$ cat config.mk
export PLATFORM = sky130hd
export DESIGN_NAME = addr_decode_stage
export DESIGN_NICKNAME = d
export VERILOG_FILES = /design/src/verilog/mempool_lite_pkg.sv /design/src/verilog/addr_decode_stage.sv
export SDC_FILE = /design/constraint.sdc
export NUM_CORES = 1
export LEC_CHECK = 0
export BUFFER_PORTS_ARGS = -buffer_cell sky130_fd_sc_hd__buf_2
export CAP_MARGIN = 0
export CORE_ASPECT_RATIO = 1.5
export CORE_UTILIZATION = 42
export DETAILED_ROUTE_END_ITERATION = 8
export PLACE_DENSITY = 0.79
export RECOVER_POWER = 50
export SLEW_MARGIN = 15
export SYNTH_ARGS = -nofsm -noshare
export SYNTH_HDL_FRONTEND = slang
export SYNTH_SLANG_ARGS = --single-unit
$ cat constraint.sdc
create_clock -name clk_i -period 0.8 [get_ports clk_i]
set_input_delay 0.08 -clock clk_i [delete_from_list [all_inputs] [get_ports clk_i]]
set_output_delay 0.08 -clock clk_i [all_outputs]
set_load 0.1 [all_outputs]
$ cat src/verilog/mempool_lite_pkg.sv
// Shared widths, system address map and boot image for the single-host memory system
// The testbench uses the same boot image as its reference
`default_nettype none

package mempool_lite_pkg;

  localparam int unsigned AddrWidth = 32;
  localparam int unsigned DataWidth = 32;
  localparam int unsigned StrbWidth = DataWidth / 8;

  typedef logic [AddrWidth-1:0] addr_t;
  typedef logic [DataWidth-1:0] data_t;
  typedef logic [StrbWidth-1:0] strb_t;

  typedef enum logic [1:0] {
    TgtL2,
    TgtBootrom,
    TgtCtrl,
    TgtNone
  } target_e;

  // System address map, end addresses inclusive
  localparam addr_t CtrlBaseAddr    = 32'h4000_0000;
  localparam addr_t CtrlEndAddr     = 32'h4000_FFFF;
  localparam addr_t L2BaseAddr      = 32'h8000_0000; // End follows from the L2 geometry
  localparam addr_t BootromBaseAddr = 32'hA000_0000;
  localparam addr_t BootromEndAddr  = 32'hA000_FFFF;

  // One request address, seen as an L2 word or as a register page and offset
  typedef union packed {
    struct packed {
      logic [29:0] word_idx;
      logic [1:0]  byte_off;
    } l2;
    struct packed {
      logic [15:0] page;
      logic [15:0] offset; // Register index is offset / 4
    } regs;
  } mem_addr_u;

  localparam int unsigned CtrlNumRegs  = 16;
  localparam int unsigned CtrlIdxWidth = $clog2(CtrlNumRegs);

  localparam int unsigned RegEoc       = 0;
  localparam int unsigned RegWakeUp    = 1;
  localparam int unsigned RegTcdmStart = 2;
  localparam int unsigned RegTcdmEnd   = 3;
  localparam int unsigned RegNumCores  = 4;
  localparam int unsigned RegRoCacheEn = 5;

  localparam int unsigned BootromWords = 16;
  localparam data_t BootromImage [BootromWords] = '{
    32'h0000_0297, 32'h0202_8293, 32'h3052_9073, 32'hF140_2573,
    32'h4000_05B7, 32'h0045_8593, 32'h0005_A603, 32'h0006_0463,
    32'h1050_0073, 32'hFF5F_F06F, 32'h8000_0337, 32'h0003_0067,
    32'h0000_0013, 32'h0000_0013, 32'hDEAD_BEEF, 32'hC0DE_CAFE
  };

  // Byte-wise merge of new data into an old word under the strobes
  function automatic data_t apply_strb(data_t old_val, data_t new_val, strb_t strb);
    data_t res;
    res = old_val;
    for (int i = 0; i < StrbWidth; i++) begin
      if (strb[i]) res[8*i +: 8] = new_val[8*i +: 8];
    end
    return res;
  endfunction

endpackage : mempool_lite_pkg

`default_nettype wire

$ cat src/verilog/addr_decode_stage.sv
// Stage 1: address decode and request register, one request per cycle, no back-pressure
// L2 window end is exclusive, control and boot ROM windows end inclusive
`default_nettype none

module addr_decode_stage
  import mempool_lite_pkg::*;
#(
  parameter int unsigned NumL2Banks     = 4,
  parameter int unsigned L2BankNumWords = 64
) (
  input  logic      clk_i,
  input  logic      rst_n_i,
  input  logic      req_i,
  input  logic      we_i,
  input  addr_t     addr_i,
  input  data_t     wdata_i,
  input  strb_t     strb_i,
  output logic      valid_o,
  output target_e   target_o,
  output mem_addr_u addr_o,
  output logic      we_o,
  output data_t     wdata_o,
  output strb_t     strb_o,
  output logic      err_o
);

  localparam addr_t L2EndAddr = L2BaseAddr + addr_t'(NumL2Banks * L2BankNumWords * 4);

  target_e   tgt_d;
  logic      err_d;
  logic      valid_q;
  target_e   target_q;
  logic      err_q;
  mem_addr_u addr_q;
  logic      we_q;
  data_t     wdata_q;
  strb_t     strb_q;

  always_comb begin
    if (addr_i >= CtrlBaseAddr && addr_i <= CtrlEndAddr) tgt_d = TgtCtrl;
    else if (addr_i >= L2BaseAddr && addr_i < L2EndAddr) tgt_d = TgtL2;
    else if (addr_i >= BootromBaseAddr && addr_i <= BootromEndAddr) tgt_d = TgtBootrom;
    else tgt_d = TgtNone;
  end

  // Unmapped access or write to read-only memory
  assign err_d = (tgt_d == TgtNone) || (tgt_d == TgtBootrom && we_i);

  always_ff @(posedge clk_i or negedge rst_n_i) begin
    if (!rst_n_i) begin
      valid_q  <= 1'b0;
      target_q <= TgtNone;
      err_q    <= 1'b0;
    end else begin
      valid_q  <= req_i;
      target_q <= tgt_d;
      err_q    <= req_i && err_d;
    end
  end

  always_ff @(posedge clk_i) begin
    if (req_i) begin // Payload only moves with a request
      addr_q  <= addr_i;
      we_q    <= we_i;
      wdata_q <= wdata_i;
      strb_q  <= strb_i;
    end
  end

  assign valid_o  = valid_q;
  assign target_o = target_q;
  assign err_o    = err_q;
  assign addr_o   = addr_q;
  assign we_o     = we_q;
  assign wdata_o  = wdata_q;
  assign strb_o   = strb_q;

endmodule : addr_decode_stage

`default_nettype wire

==> summary.md, run 1 <==
| Metric | Value |
|---|---|
| I/O Buffers | `144` |
| Initial core utilization | `44.4%` |
| Mapped Nets | `164` |
| EDFF count, synth | `69` |
| Seq cells post-synth | `73` |
| Clock sink count | `73` |
| Die Wd | `62.6 um` |
| Final HPWL DP | `5350 um` |
| CTS max path bufs | `2` |
| Post-Syn Area | `0.00231 mm2` |
| Die H | `92.9 um` |
| Cts repair resizes | `4` |
| Row count | `32` |
| Error | `[ERROR DPL-0033] detailed placement checks failed during check placement.` |
| Leading area contributor after synthesis | `edfxtp_1` |
| TritonCTS Buffers | `9` |
| Post-synth top cells | `edfxtp_1 (69), inv_1 (3)` |
| Area share of the largest cell type after synthesis | `89.6%` |
| Synthesized instance count | `92` |
| IO Count | `145` |
| Sequential fraction of the synthesis area | `94.0%` |
| Last stage | `clock tree synthesis (4_1_cts)` |
| H-tree levels | `3` |
| CTS Hold Bufs | `62` |
| Distinct cells, synth | `16` |
| Clk root buf | `clkbuf_8` |
| Post-synth ARST share | `5.48%` |
| Status | `stopped before the end` |
| Setup Buffers After CTS | `0` |
| Yosys Warn Count | `0` |
| Avg Cell Area, Syn | `25.1 um2` |
| Final Wtd Congestion | `0.791` |
| Top-count cell post-synth | `edfxtp_1` |
| Synth top area cells | `edfxtp_1 (90%), dfstp_2 (2.3%), dfrtp_1 (2.2%)` |
| Synth Flop Type | `edfxtp_1` |
-- cell families after synthesis --
logic type / after synthesis / share of synthesized area (%)
compound gates: 4 / 1.35
buf+inv: 3 / 0.487
flops: 73 / 94.0
simple gates: 12 / 4.16
-- stage by stage --
step / hold slack (ps) / instances / setup slack [ps] / instance area, um2
2_1_floorplan: -216 / 92 / -338 / 2320
3_3_place_gp: -115 / 313 / -482 / 4320
3_5_place_dp: -106 / 313 / -617 / 4320
==> run 2: changes to the inputs <==
--- a/config.mk
+++ b/config.mk
@@ -7,10 +7,9 @@
 export LEC_CHECK = 0
 export BUFFER_PORTS_ARGS = -buffer_cell sky130_fd_sc_hd__buf_2
 export CAP_MARGIN = 0
-export CORE_ASPECT_RATIO = 1.5
-export CORE_UTILIZATION = 42
+export CORE_UTILIZATION = 40
 export DETAILED_ROUTE_END_ITERATION = 8
-export PLACE_DENSITY = 0.79
+export PLACE_DENSITY_LB_ADDON = 0.15
 export RECOVER_POWER = 50
 export SLEW_MARGIN = 15
 export SYNTH_ARGS = -nofsm -noshare
==> run 2 against run 1 <==
  * The flow now finishes, with violations (negative setup slack)
  * Synthesized cell count unchanged
  * Area after synthesis unchanged
==> summary.md, run 2 <==
| Metric | Value |
|---|---|
| Worst EP required | `720 ps` |
| WHS | `70.2 ps` |
| Synthesized instance count | `92` |
| Vias/cell | `4.80` |
| Post-synth top cells | `edfxtp_1 (69), inv_1 (3)` |
| Clock sink count | `73` |
| Worst-path clk slew | `70 ps` |
| DR WL met2 | `4300 um` |
| Die H | `78.1 um` |
| Distinct cells, synth | `16` |
| CTS tree | `done` |
| Final HPWL DP | `4770 um` |
| H-tree levels | `3` |
| Crit end category | `output pin` |
| Final ANT Viol Nets | `0` |
| Max Freq | `828 MHz` |
| Commonest non-fill, non-tap cells in the layout | `buf_12 (73), edfxtp_1 (69), dlygate4sd3_1 (66), buf_2 (66)` |
| IO Count | `145` |
| GR Util All Layers | `27.4%` |
| Slowest CP cell | `dfstp_4` |
| Critical path's top delay family | `flip-flops` |
| Die Wd | `78.1 um` |
| Vias in the first global route | `2024` |
| Final Max Tran Viols | `0` |
| Post-synth ARST share | `5.48%` |
| Max Fanout on Critical Path | `1` |
| Design Power | `10.9 mW` |
| Most common cell after layout, fill and taps aside | `buf_12` |
| Avg Cell Area, Syn | `25.1 um2` |
| I/O Buffers | `144` |
| CP Class | `flop to output pin` |
| Synth Flop Type | `edfxtp_1` |
| Setup TNS | `-18020 ps` |
| Nets | `392` |
| EDFF count, synth | `69` |
| Final Core Density | `92.1%` |
| Leakage power total | `2.10 nW` |
| Top Metal Used | `met4` |
| Clk root buf | `clkbuf_8` |
| Area share of the largest cell type after synthesis | `89.6%` |
| Initial core utilization | `41.8%` |
| Core ar. | `0.00554 mm2` |
| First-pass GRT wire length | `11700 um` |
| DR WL/cell | `20.0 um` |
| DRC | `0` |
| Hold/Removal Path Class | `input pin to flop` |
| Yosys Warn Count | `0` |
| Leading area contributor after synthesis | `edfxtp_1` |
| Post-Syn Area | `0.00231 mm2` |
| DRT met1 WL | `2690 um` |
| Diode count | `0` |
| Mapped Nets | `164` |
| RSZ-0062 raised after global routing | `true` |
| Final min period | `1210 ps` |
| Layout area overhead | `120%` |
| Cell Chain, Critical Path | `buf_12` |
| Cells after DPL | `315` |
| Die area | `0.00609 mm2` |
| Non-Filler Instances | `394` |
| Total Routed Length | `7890 um` |
| Synth top area cells | `edfxtp_1 (90%), dfstp_2 (2.3%), dfrtp_1 (2.2%)` |
| Worst-Margin Slew | `482 ps` |
| Worst setup margin | `-407 ps` |
| Final Setup Violations | `110` |
| Final Wtd Congestion | `0.710` |
| Ratio of cells with drive above 1 in the final layout | `50.3%` |
| Met3 wire length | `647 um` |
| Final Cycle Share | `151%` |
| DR vias | `1892` |
| DRT Pass-1 Iters | `4` |
| Top-count cell post-synth | `edfxtp_1` |
| Failing checks | `negative setup slack` |
| CTS max path bufs | `2` |
| Row count | `27` |
| Largest net degree at the start of global routing | `37` |
| TritonCTS Buffers | `9` |
| Max IR drop VDD | `1.84 mV` |
| Initial DRC Count | `88` |
| Sequential fraction of the synthesis area | `94.0%` |
| Total gr overflow | `0` |
| Power Density | `2140 mW/mm2` |
| Max Cap Viol | `0` |
| Seq cells post-synth | `73` |
| Critical path arrival | `1130 ps` |
| Slowest Stage Delay on Critical Path | `620 ps` |
| CP startpoint kind | `flop` |
| Initial antenna violation count | `0` |
| Rel. slew slack | `67.9%` |
| Buf+Inv Stages, Crit Path | `1` |
| Final Hold Viols | `0` |
| Status | `finished with violations` |
==> run 2: cell counts after synthesis <==
Identical to the previous run, type by type.
==> run 2: per-stage QoR <==
step                      area, um2  setup WS [ps]
after global placement         4310           -471
final                          5100           -407
after global routing           5100           -434
after CTS                      5120           -422
after floorplan                2320           -338
after detailed placement       4310           -520
==> run 2: routing by layer <==
metal,track usage (%),vias to the layer above
li1,-,828
met1,28.8,922
met2,49.0,122
met3,9.65,20
met4,12.4,0
met5,0,-
==> run 2: timing repair <==
action | CTS | global route
resized for setup | 3 | 3
buffers inserted | 0 | 0
setup endpoints to repair | 76 | 76
hold buffers | 66 | 0
pin swaps | 1 | 2
hold endpoints to repair | 69 | 0
cloned | 0 | 0
==> run 2: cell type report <==
type / count / area [um2]
Multi-Input combinational cell: 16 / 153
Tap cell: 72 / 90.1
Fill cell: 198 / 439
Clock inverter: 2 / 8.76
Sequential cell: 73 / 2180
Inverter: 3 / 11.3
Clock buffer: 11 / 131
Timing Repair Buffer: 217 / 2520
==> run 2: kinds of logic (layout without fill, tap and decap cells) <==
kind of cell	count (synthesis)	count (layout)	share of synthesized area, %
buffers and inverters	3	233	0.487
DFF	73	73	94.0
AOI/OAI and AO/OA	4	4	1.35
and+or+nand+nor	12	12	4.16
==> run 2: report_power, final <==
group	internal, mW	switching, mW
clock network	1.06	1.22
registers	4.52	0.244
logic	1.41	2.46
==> run 2: path summary, 6_finish.rpt <==
path | startpoint | endpoint | cells past startpoint
setup / recovery | target_o[1] | target_o[1] | 1
hold / removal | addr_i[20] | addr_o[20] | 2
max in group asynchronous | rst_n_i | target_o[1] | 2
min in group asynchronous | rst_n_i | valid_o | 2
(Power assumes the default switching activity.)
==> run 3: changes to the inputs <==
--- a/config.mk
+++ b/config.mk
@@ -5,6 +5,8 @@
 export SDC_FILE = /design/constraint.sdc
 export NUM_CORES = 1
 export LEC_CHECK = 0
+export ABC_AREA = 1
+export ABC_CLOCK_PERIOD_IN_PS = 800
 export BUFFER_PORTS_ARGS = -buffer_cell sky130_fd_sc_hd__buf_2
 export CAP_MARGIN = 0
 export CORE_UTILIZATION = 40
==> run 3 against run 2 <==
  * First-iteration DRC count up 50%
  * Critical path type unchanged
  * Global-route usage is 4.3 points higher
  * Wire length increased by 19%
  * Worst setup slack got worse by 27 ps
  * Critical path depth stayed put
  * Fmax fell by 2.2%
  * Critical endpoint unchanged
  * The flow still finishes with violations (negative setup slack)
  * Sequential power about the same
==> summary.md, run 3 <==
| Metric | Value |
|---|---|
| Total Routed Length | `9390 um` |
| WHS | `35.2 ps` |
| Final Max Tran Viols | `0` |
| Hold/Removal Path Class | `input pin to flop` |
| Max Cap Viol | `0` |
| Cell Chain, Critical Path | `buf_12` |
| Top-count cell post-synth | `edfxtp_1` |
| Sequential fraction of the synthesis area | `91.4%` |
| DRT Pass-1 Iters | `4` |
| Final Cycle Share | `154%` |
| Worst setup margin | `-434 ps` |
| GR Util All Layers | `31.7%` |
| Die area | `0.00626 mm2` |
| Vias in the first global route | `2226` |
| Final Setup Violations | `74` |
| Design Power | `11.5 mW` |
| Initial DRC Count | `132` |
| Clk root buf | `clkbuf_8` |
| Final Wtd Congestion | `0.800` |
| Synthesized instance count | `117` |
| Ratio of cells with drive above 1 in the final layout | `51.0%` |
| Critical path's top delay family | `flip-flops` |
| CTS tree | `done` |
| Int Pwr | `7.33 mW` |
| IO Count | `145` |
| DR WL/cell | `22.2 um` |
| Worst EP required | `720 ps` |
| Most common cell after layout, fill and taps aside | `buf_12` |
| Clock power frac | `24.7%` |
| Power Density | `2220 mW/mm2` |
| Post-Synth Simple-Gate Area | `7.47%` |
| Status | `finished with violations` |
| Mapped Nets | `189` |
| H-tree levels | `3` |
| Comb power frac | `33.9%` |
| Compound-Gate Fraction of Synth Area | `0%` |
| Clock sink count | `73` |
| Total gr overflow | `0` |
| Distinct cells, synth | `12` |
| Die Wd | `79.1 um` |
| Leading area contributor after synthesis | `edfxtp_1` |
| Max Fanout on Critical Path | `1` |
| Row count | `27` |
| Area share of the largest cell type after synthesis | `87.1%` |
| Vias/cell | `4.80` |
| Yosys Warn Count | `0` |
| Final ANT Viol Nets | `0` |
| FILL cells | `192` |
| CP Class | `flop to output pin` |
| Failing checks | `negative setup slack` |
| Layout area overhead | `118%` |
| Setup TNS | `-18860 ps` |
| Footprint of the multi-input gates | `183 um2` |
| Rel. slew slack | `67.0%` |
| Core ar. | `0.00561 mm2` |
| Worst-path clk slew | `80 ps` |
| Slowest CP cell | `dfstp_4` |
| Final min period | `1230 ps` |
| Final Hold Viols | `0` |
| Post-synth ARST share | `5.48%` |
| Buf+Inv Stages, Crit Path | `1` |
| First-pass GRT wire length | `13300 um` |
| Largest net degree at the start of global routing | `37` |
| RSZ-0062 raised after global routing | `true` |
| Crit end category | `output pin` |
| DRC | `0` |
| Reg power frac | `41.5%` |
| Post-Syn Area | `0.00238 mm2` |
| TritonCTS Buffers | `9` |
| Seq cells post-synth | `73` |
| CTS max path bufs | `2` |
| Initial core utilization | `42.4%` |
| Post-synth top cells | `edfxtp_1 (69), nor2_1 (17), nand2_1 (8)` |
| Synth top area cells | `edfxtp_1 (87%), nor2_1 (2.7%), dfstp_2 (2.2%)` |
| Xor/xnor share of the synthesized area | `0%` |
| Worst-Margin Slew | `495 ps` |
| Critical path arrival | `1150 ps` |
| Nets | `419` |
| Synth Flop Type | `edfxtp_1` |
| Switch share | `36.3%` |
| Max IR drop VDD | `1.92 mV` |
| Psw | `4.18 mW` |
| Commonest non-fill, non-tap cells in the layout | `buf_12 (73), edfxtp_1 (69), buf_2 (65), dlygate4sd3_1 (63), nor2_1 (17)` |
| Mux cell area share after synthesis | `0%` |
| Main combinational cell family by area after synthesis | `simple AND/OR/NAND/NOR gates` |
| DR vias | `2035` |
| Leakage power total | `2.17 nW` |
| Slowest Stage Delay on Critical Path | `630 ps` |
| Die H | `79.1 um` |
| I/O Buffers | `144` |
| EDFF count, synth | `69` |
| Final HPWL DP | `4910 um` |
| Avg Cell Area, Syn | `20.3 um2` |
| CP startpoint kind | `flop` |
| Register area | `0.00218 mm2` |
| Max Freq | `810 MHz` |
| Adder-Cell Fraction of Synth Area | `0%` |
| Initial antenna violation count | `1` |
-- run 3: per-stage QoR --
step / util (%) / area [um2] / setup slack [ps] / std cells
final: 92.7 / 5200 / -434 / 424
after global routing: 92.7 / 5200 / -450 / 424
after CTS: 93.2 / 5230 / -435 / 423
after detailed placement: 78.6 / 4410 / -99.6 / 345
after global placement: 78.6 / 4410 / -62.9 / 345
after floorplan: - / 2390 / -184 / 117
-- run 3: layer usage --
layer  global-route usage (%)  share of wire (%)  up-vias
li1                         -                  -      888
met1                     33.0                 33      994
met2                     58.2                 55      134
met3                     10.5                8.6       19
met4                     12.5                2.8        0
met5                        0                  0        -
-- run 3: area by class of cell --
class / instances / share of cell area, %
multi-input combinational: 37 / 3.52
clock buffer: 9 / 2.38
clock inverter: 6 / 1.16
inverter: 7 / 0.506
antenna: 1 / 0.0482
timing repair buffer: 219 / 48.6
sequential: 73 / 42.0
tap: 72 / 1.73
-- run 3: power groups by stage --
| stage | clock, mW | combinational, mW | sequential (mW) |
|---|---|---|---|
| global route | 2.99 | 3.97 | 4.80 |
| floorplan | 0 | 0.0387 | 6.75 |
| detailed placement | 0 | 3.62 | 4.84 |
| finish | 2.84 | 3.90 | 4.78 |
| global placement | 0 | 3.57 | 4.82 |
| CTS | 2.77 | 3.87 | 4.76 |
-- run 3: path summary, 6_finish.rpt --
check | from | to | slack (ps) | cells after the start
worst max-delay path | target_o[1] | target_o[1] | -430 | 1
min in group asynchronous | rst_n_i | err_o | 110 | 2
worst min-delay path | addr_i[17] | addr_o[17] | 40 | 2
max in group asynchronous | rst_n_i | target_o[1] | 440 | 2
-- run 3: cells by family after synthesis --
group,Yosys count
DFF,73
and+or+nand+nor,37
buffers and inverters,7
-- run 3: repair_timing --
action,in CTS,in global routing
hold endpoints to repair,66,0
gates resized for setup,0,2
cloned,0,0
endpoints found under the setup margin,73,74
buffers inserted,0,0
hold buffers,63,0
==> run 4: changes to the inputs <==
--- a/config.mk
+++ b/config.mk
@@ -9,9 +9,9 @@
 export ABC_CLOCK_PERIOD_IN_PS = 800
 export BUFFER_PORTS_ARGS = -buffer_cell sky130_fd_sc_hd__buf_2
 export CAP_MARGIN = 0
-export CORE_UTILIZATION = 40
+export CORE_UTILIZATION = 25
 export DETAILED_ROUTE_END_ITERATION = 8
-export PLACE_DENSITY_LB_ADDON = 0.15
+export PLACE_DENSITY = 0.57
 export RECOVER_POWER = 50
 export SLEW_MARGIN = 15
 export SYNTH_ARGS = -nofsm -noshare
==> run 4 against run 3 <==
  * The flow still finishes with violations (negative setup slack)
  * Sequential share of layout area down 0.89 points
  * Via count down 8.7%
  * Global-route usage down 18 points
  * Worst setup slack improved by 24 ps
  * Critical path type unchanged
  * Largest cell class unchanged
  * Largest power group unchanged
==> summary.md, run 4 (synthesized netlist as in run 3, its figures left out) <==
| Metric | Value |
|---|---|
| Status | `finished with violations` |
| Failing checks | `negative setup slack` |
| Final min period | `1210 ps` |
| Row count | `35` |
| Ratio of cells with drive above 1 in the final layout | `50.8%` |
| Cell count along the critical path | `1` |
| Max Fanout on Critical Path | `1` |
| Final Cycle Share | `151%` |
| Crit end category | `output pin` |
| Most common cell after layout, fill and taps aside | `buf_12` |
| Vias in the first global route | `2024` |
| Critical path arrival | `1130 ps` |
| Clock sink count | `73` |
| Worst-Margin Slew | `484 ps` |
| Max IR drop VDD | `1.02 mV` |
| I/O Buffers | `144` |
| Register area | `0.00218 mm2` |
| Total Routed Length | `6530 um` |
| Worst setup margin | `-411 ps` |
| Max Freq | `826 MHz` |
| Leakage power total | `2.20 nW` |
| Final Hold Viols | `0` |
| Worst-path clk slew | `80 ps` |
| H-tree levels | `3` |
| Initial DRC Count | `48` |
| Cells after DPL | `405` |
| Max Cap Viol | `0` |
| Final Setup Violations | `73` |
| First-pass GRT wire length | `10100 um` |
| DRT Pass-1 Iters | `3` |
| Die H | `99.5 um` |
| Power Density | `2190 mW/mm2` |
| Worst EP required | `720 ps` |
| Initial core utilization | `25.7%` |
| Final Max Tran Viols | `0` |
| Largest net degree at the start of global routing | `35` |
| Vias/cell | `3.85` |
| RSZ-0062 raised after global routing | `true` |
| Slowest Stage Delay on Critical Path | `630 ps` |
| Slowest CP cell | `dfstp_4` |
| Final HPWL DP | `4380 um` |
| Non-Filler Instances | `483` |
| Layout area overhead | `123%` |
| Diode count | `0` |
| Initial antenna violation count | `0` |
| Setup Buffers After CTS | `0` |
| DR vias | `1858` |
| Rel. slew slack | `67.8%` |
| FILL cells | `744` |
| Design Power | `11.6 mW` |
| Hold/Removal Path Class | `input pin to flop` |
| CP startpoint kind | `flop` |
| IO Count | `145` |
| Buf+Inv Stages, Crit Path | `1` |
| Setup crit end | `target_o[0]` |
| CTS tree | `done` |
| Total gr overflow | `0` |
| DRC | `0` |
| WHS | `50.9 ps` |
| TritonCTS Buffers | `9` |
| Final ANT Viol Nets | `0` |
| GR Util All Layers | `13.9%` |
| Critical path's top delay family | `flip-flops` |
| Die area | `0.00991 mm2` |
| Clk root buf | `clkbuf_8` |
| Footprint of the multi-input gates | `178 um2` |
| Die Wd | `99.5 um` |
| Commonest non-fill, non-tap cells in the layout | `buf_12 (73), edfxtp_1 (69), buf_2 (66), dlygate4sd3_1 (63), nor2_1 (17)` |
| Core ar. | `0.00924 mm2` |
| Critical Path Start | `target_o[0]` |
| Nets | `422` |
| CP Class | `flop to output pin` |
| Cell Chain, Critical Path | `buf_12` |
| Final Wtd Congestion | `0.775` |
| DR WL/cell | `13.5 um` |
| CTS max path bufs | `2` |
run 4: cell types whose count changed in the layout (fill, tap and decap cells not counted):
cell        previous run  this run
inv_2                  2         1
clkinvlp_4             2         1
inv_1                  5         6
clkbuf_4               4         6
bufinv_16              1         2
buf_4                  7         8
diode_2                1         0
buf_2                 65        66
nand3_2                2         1
nand3_1                3         4
clkinv_2               3         1
clkinv_4               0         1
run 4: power by group:
part,switching (mW),total [mW],internal (mW)
sequential,0.235,4.76,4.52
clock,1.33,3.07,1.74
combinational,2.41,3.82,1.41
run 4: final cells by class:
class,count,share of cell area (%)
inverters,7,0.495
repair buffers,222,48.0
clock inverters,5,1.53
flip-flops and latches,73,41.2
multi-input cells,37,3.35
clock buffers,10,2.40
well taps,129,3.04
run 4: worst min-delay path by stage:
stage / endpoint / depth (start not counted) / from
after global routing: addr_o[18] / 2 / addr_i[18]
after CTS: addr_o[12] / 2 / addr_i[12]
after floorplan: err_o / 0 / rst_n_i
after detailed placement: err_o / 1 / rst_n_i
final: addr_o[18] / 2 / addr_i[18]
after global placement: err_o / 1 / rst_n_i
run 4: repair_timing:
action | in CTS | in global routing
setup endpoints to repair | 73 | 73
hold endpoints to repair | 66 | 0
resized for setup | 0 | 0
hold buffers | 63 | 0
run 4: stage by stage:
stage,worst slack (ps),cell area (um2),utilization [%],TNS (ps)
after global placement,-70.0,4510,48.8,-278
after detailed placement,-132,4510,48.8,-459
after CTS,-436,5350,57.9,-18780
after floorplan,-184,2390,-,-12780
final,-411,5310,57.5,-16700
after global routing,-447,5310,57.5,-20190
run 4: metal layers:
layer / track usage [%] / part of all wire (%)
met5: 0 / 0
met4: 6.33 / 2.2
met2: 25.3 / 53
met1: 14.4 / 38
met3: 4.64 / 6.8
